### src/mem_pkg.sv
`default_nettype none

package mem_pkg;

  // ********************
  // array geometry
  // ********************

  localparam int DATA_W = 15;
  localparam int ADDR_W = 8;
  localparam int DEPTH  = 1 << ADDR_W;  // 256 words

  localparam int NUM_RD = 3;
  localparam int NUM_WR = 2;

  // ********************
  // types
  // ********************

  typedef logic [DATA_W-1:0] data_t;  // a word or a bit-write mask of the same width
  typedef logic [ADDR_W-1:0] addr_t;

  // read pipeline occupancy in the core
  typedef enum logic [1:0] {
    idle,
    busy,
    drain
  } rd_pipe_state_t;

endpackage

`default_nettype wire

### src/mem_port_if.sv
`timescale 1ns/1ps
`default_nettype none


// one read lane from the core out to the top level
interface rd_lane_if;
  logic               req;   // read strobe after the core latency
  mem_pkg::data_t     data;  // array word returned with req
  logic               vld;
  mem_pkg::data_t     dout;

  modport core (
    output req,
    output data
  );

  modport lane (
    input  req,
    input  data,
    output vld,
    output dout
  );
endinterface

`default_nettype wire

### src/rd_lane.sv
`timescale 1ns/1ps
`default_nettype none

module rd_lane #(
  parameter int FLOPOUT = 1
) (
  input  logic       clk,
  input  logic       rst_n,
  rd_lane_if.lane    lane
);

  if (FLOPOUT == 0) begin : g_pass

    // without output stages the core strobe and word go straight out
    assign lane.vld  = lane.req;
    assign lane.dout = lane.data;

  end else begin : g_flop

    logic [FLOPOUT-1:0]  vld_q;
    mem_pkg::data_t      dout_q [FLOPOUT];

    // ********************
    // valid shift
    // ********************

    always_ff @(posedge clk or negedge rst_n) begin
      if (!rst_n) begin
        vld_q <= '0;
      end else begin
        vld_q[0] <= lane.req;
        for (int s = 1; s < FLOPOUT; s++) begin
          vld_q[s] <= vld_q[s-1];
        end
      end
    end

    // ********************
    // data shift
    // ********************

    // each stage holds its word until a new valid one arrives
    always_ff @(posedge clk) begin
      if (lane.req) dout_q[0] <= lane.data;
      for (int s = 1; s < FLOPOUT; s++) begin
        if (vld_q[s-1]) begin
          dout_q[s] <= dout_q[s-1];
        end
      end
    end

    assign lane.vld  = vld_q[FLOPOUT-1];
    assign lane.dout = dout_q[FLOPOUT-1];  // meaningful only with vld

  end

endmodule

`default_nettype wire

### src/flat_wrapper.sv
// flat-port wrapper written by rule: the top's interface ports become plain ports
module rd_lane_flat 
#(
  parameter int FLOPOUT = 1
)
  (clk, rst_n, lane_req, lane_data, lane_vld, lane_dout);
  rd_lane_if lane_i ();
  input  logic clk;
  input  logic rst_n;
  input wire logic [$bits(lane_i.req)-1:0] lane_req;
  input wire logic [$bits(lane_i.data)-1:0] lane_data;
  output wire logic [$bits(lane_i.vld)-1:0] lane_vld;
  output wire logic [$bits(lane_i.dout)-1:0] lane_dout;
  assign lane_i.req = lane_req;
  assign lane_i.data = lane_data;
  assign lane_vld = lane_i.vld;
  assign lane_dout = lane_i.dout;
  rd_lane #(.FLOPOUT(FLOPOUT)) u_core (.clk(clk), .rst_n(rst_n), .lane(lane_i));
endmodule
### config.mk
export PLATFORM = sky130hd
export DESIGN_NAME = rd_lane_flat
export DESIGN_NICKNAME = d
export VERILOG_FILES = /design/src/mem_pkg.sv /design/src/mem_port_if.sv /design/src/rd_lane.sv /design/src/flat_wrapper.sv
export SDC_FILE = /design/constraint.sdc
export NUM_CORES = 1
export LEC_CHECK = 0
export ABC_AREA = 1
export BUFFER_PORTS_ARGS = -buffer_cell sky130_fd_sc_hd__buf_2
export CORE_AREA = 3 3 40 42
export CTS_CLUSTER_SIZE = 25
export DETAILED_ROUTE_END_ITERATION = 6
export DIE_AREA = 0 0 43 45
export GPL_TIMING_DRIVEN = 0
export HOLD_SLACK_MARGIN = 0.06
export MAX_ROUTING_LAYER = met4
export PLACE_DENSITY = 0.72
export SETUP_SLACK_MARGIN = 0.4
export SLEW_MARGIN = 5
export SYNTH_ARGS = -nofsm -noshare
export SYNTH_HDL_FRONTEND = slang
export SYNTH_SLANG_ARGS = --single-unit
### constraint.sdc
create_clock -name clk -period 0.8 [get_ports clk]
set_clock_uncertainty 0.1 [all_clocks]
set_input_delay 0.12 -clock clk [delete_from_list [all_inputs] [get_ports clk]]
set_output_delay 0.12 -clock clk [all_outputs]
set_load 0.005 [all_outputs]
[After elaboration in Yosys (flattened, before gate mapping)]
Memory sizes are Yosys's and may differ from the RTL's.
Index checks and enable logic that the tools add are counted.
Operators by class
  mux-type cells: 2
Operators with widths (count)
  $mux W1: 2
Word-level totals
  register bits after elaboration: 1
  bits in writable memories: 15
  input port bits: 18
  memories kept: 1
Memories
  u_core.g_flop.dout_q: words 1, bits a word 15, read ports 1, clocked after memory_dff 0, wr ports 1, line rd_lane.sv:21  | mem_pkg::data_t dout_q [FLOPOUT];

[Logic depth before layout (Yosys ltp)]
  depth after elaboration: 2
  gate-level depth with buffers: 0

[Least setup slack after synthesis]
OpenSTA, ideal clock, no wires.
  kind: flip-flop to output port
  from: mem u_core.g_flop.dout_q[0][0] (netlist bit)
  to: out lane_dout[0]
  arrival: 355 ps
  required time: 580 ps
  path slack: 225 ps
  cell stages (with the launch flop): 1
  buffers on the path: 0
  cells stage by stage: edfxtp_1
Between the ends
  word-level cells in the longest chain between the ends: 1
Ends and longest elaborated chain
  start: declaration: line rd_lane.sv:21
  $mem_v2 Z1 W15
  end: declaration: line flat_wrapper.sv:13  | output wire logic [$bits(lane_i.dout)-1:0] lane_dout;
No other way between the ends.

[Final worst setup path]
  from: mem u_core.g_flop.dout_q[0][2] (netlist bit)
  to: out lane_dout[2]
The elaborated chain is that of the path after synthesis.

==> flow_summary.ini <==
[outcome]
status = finished, violations left
violations = hold timing, setup timing

[sta]
final_hold_viol_count = 16
worst_pin_slew_ns = 0.1404
whs_ns = -0.08504
fin_crit_sh = 1.263
finalMaxSlewViolations = 0
rsz0062_at_grt = yes
relSlewSlack = 0.9064
setup_ws_ns = -0.2106
period_needed_ns = 1.011
max_freq_ghz = 0.9895
setup_viol = 16

[route]
wl_um = 755
viasPerCell = 4.130
dr.pass1.iters = 2
avgRoutedWirePerCell_um = 10.94
vias = 285
drt-initial-drc-count = 5
drc = 0
ant_nets = 0

[worst_setup_path]
cp_cell_sequence = buf_2
cp_max_fo = 1
cp_top_family = flip-flops
critPathKind = flop to output port
start_kind = flop
critPathSlowestCell = edfxtp_1
required_ns = 0.58
max_stage_delay_ns = 0.38
arrival_ns = 0.79
crit_buf_inv = 1
cp-end-kind = output port

[floorplanning]
core_mm2 = 0.001285
die-area_mm2 = 0.001935
io_pins = 34
die_h_um = 45
die_x_um = 43
start_util = 0.3700
num_rows = 13

[hold_path]
whs_endpoint = u_core.g_flop.dout_q[0][14]
holdCritPathClass = input port to flop
hold_path_depth = 1
holdCritStartpoint = lane_data[14]

[synthesis]
ys_seq_area_frac = 1.000
synthSimpleGateAreaFrac = 0
ys_seq_elements = 16
ys_top_cells_by_area = edfxtp_1 (95%), dfrtp_1 (5.3%)
synth-edff-count = 15
synthAdderAreaFrac = 0
syn_avg_cell_area_um2 = 29.72
synth_most_common_cell = edfxtp_1
synth.top_cells.by_count = edfxtp_1 (15), dfrtp_1 (1)
synth_fp_nets = 34
synthFlopType = edfxtp_1
synthMuxAreaShare = 0
synth_xor_area_frac = 0
synth.top_cell.area_share = 0.9474
syn-cell-area_um2 = 475.5
synth_top_cell_by_area = edfxtp_1
yosysWarningCount = 0
synthArstFlopShare = 0.06250
syn_inst = 16
synth_compound_area_frac = 0
synthDistinctLibCells = 2

[pwr]
p_per_area_mw_per_mm2 = 2288
power_uw = 1629
max-vdd-ir-drop_uv = 1060
leakage_uw = 0.0003156

[finish]
drive_gt1_frac = 0.6852
diodes = 0
final_cells = 69
final_cell_area_um2 = 711.9
final_core_util = 0.5540
nNetsFinal = 73
multi_input_area_um2 = 0
n_fill_cell = 119
nMultiInputCombCells = 0
area_growth_pct = 49.74

[run]
drv_cap = 0

[grt]
antenna_found_initial = 0
grtUsageTotal = 0.09212
grt_pass1_wl_um = 1131
grt-ovfl-total = 0
grt_max_degree = 17
grt_pass1_vias = 277

[clock_network]
numClockSinks = 16
tritoncts = yes
clk_pin_slew_ns = 0.09
htree_levels = 1
cts_setup_buffers = 0
numCtsBuffers = 3
root_buffer = clkbuf_4
clock_path_buffers = 2
holdBufCountCts = 1

[place]
placed_area_um2 = 659.4
gp_congestion = 0.6007
dp.cells = 64
port_buffers = 33
## timing repair
item,in CTS,in global routing
gates resized for setup,2,0
endpoints found under the setup margin,31,16
endpoints found under the hold margin,32,32
## registers in the layout, indices dropped and copies added, names as in the netlist
| name | cells |
|---|---|
| u_core.lane.vld | 1 |
| u_core.g_flop.dout_q | 15 |
## kinds of logic (layout without fill, tap and decap cells)
kind of cell,Yosys count,after routing
buffers and inverters,0,38
DFF,16,16
## worst max path at each step
| stage | start | endpoint | slack (ns) | cells past startpoint |
|---|---|---|---|---|
| 2_1_floorplan | u_core.g_flop.dout_q[0][0] | lane_dout[0] | 0.22 | 0 |
| 3_5_place_dp | lane_req | u_core.g_flop.dout_q[0][12] | -0.06 | 1 |
| 3_3_place_gp | lane_req | u_core.g_flop.dout_q[0][7] | -0.05 | 1 |
| 4_1_cts | u_core.g_flop.dout_q[0][2] | lane_dout[2] | -0.22 | 1 |
| 6_report | u_core.g_flop.dout_q[0][2] | lane_dout[2] | -0.21 | 1 |
| 5_1_grt | u_core.g_flop.dout_q[0][2] | lane_dout[2] | -0.27 | 1 |
## cell usage in the layout (no fill, tap or decap)
cell           netlist  routed
dlygate4sd3_1        0       1
clkbuf_8             0       1
buf_2                0      32
dfrtp_1              1       1
buf_6                0       1
edfxtp_1            15      15
clkbuf_4             0       3
## report_power, final
group	total, uW	switching, uW	leakage, uW	internal, uW
clock	504	228	0.0000210	276
combinational	128	53.5	0.000136	74.1
sequential	997	12.1	0.000158	985
total	1630	293	0.000316	1340
## metal layers
layer,vias up,routed length [um],share of wire,global-route usage
met5,-,0,0,-
met4,0,10,0.013,0.09036
met3,2,111,0.15,0.03586
met2,23,354,0.47,0.1467
met1,122,279,0.37,0.08201
li1,138,-,-,-
## area by class of cell
type                    instances  area [um^2]  share of cell area
flip-flops and latches         16        475.5              0.6678
repair buffers                 34        181.4              0.2548
well taps                      15        18.77             0.02636
clock buffers                   4        36.28             0.05097
## stage by stage
step / TNS, ns / worst slack (ns)
after floorplan: 0 / 0.2247
after global placement: -0.6767 / -0.04568
after detailed placement: -0.8914 / -0.05985
after CTS: -3.181 / -0.2247
after global routing: -3.768 / -0.2664
final: -2.952 / -0.2106
Power figures use the tool's default switching activity.
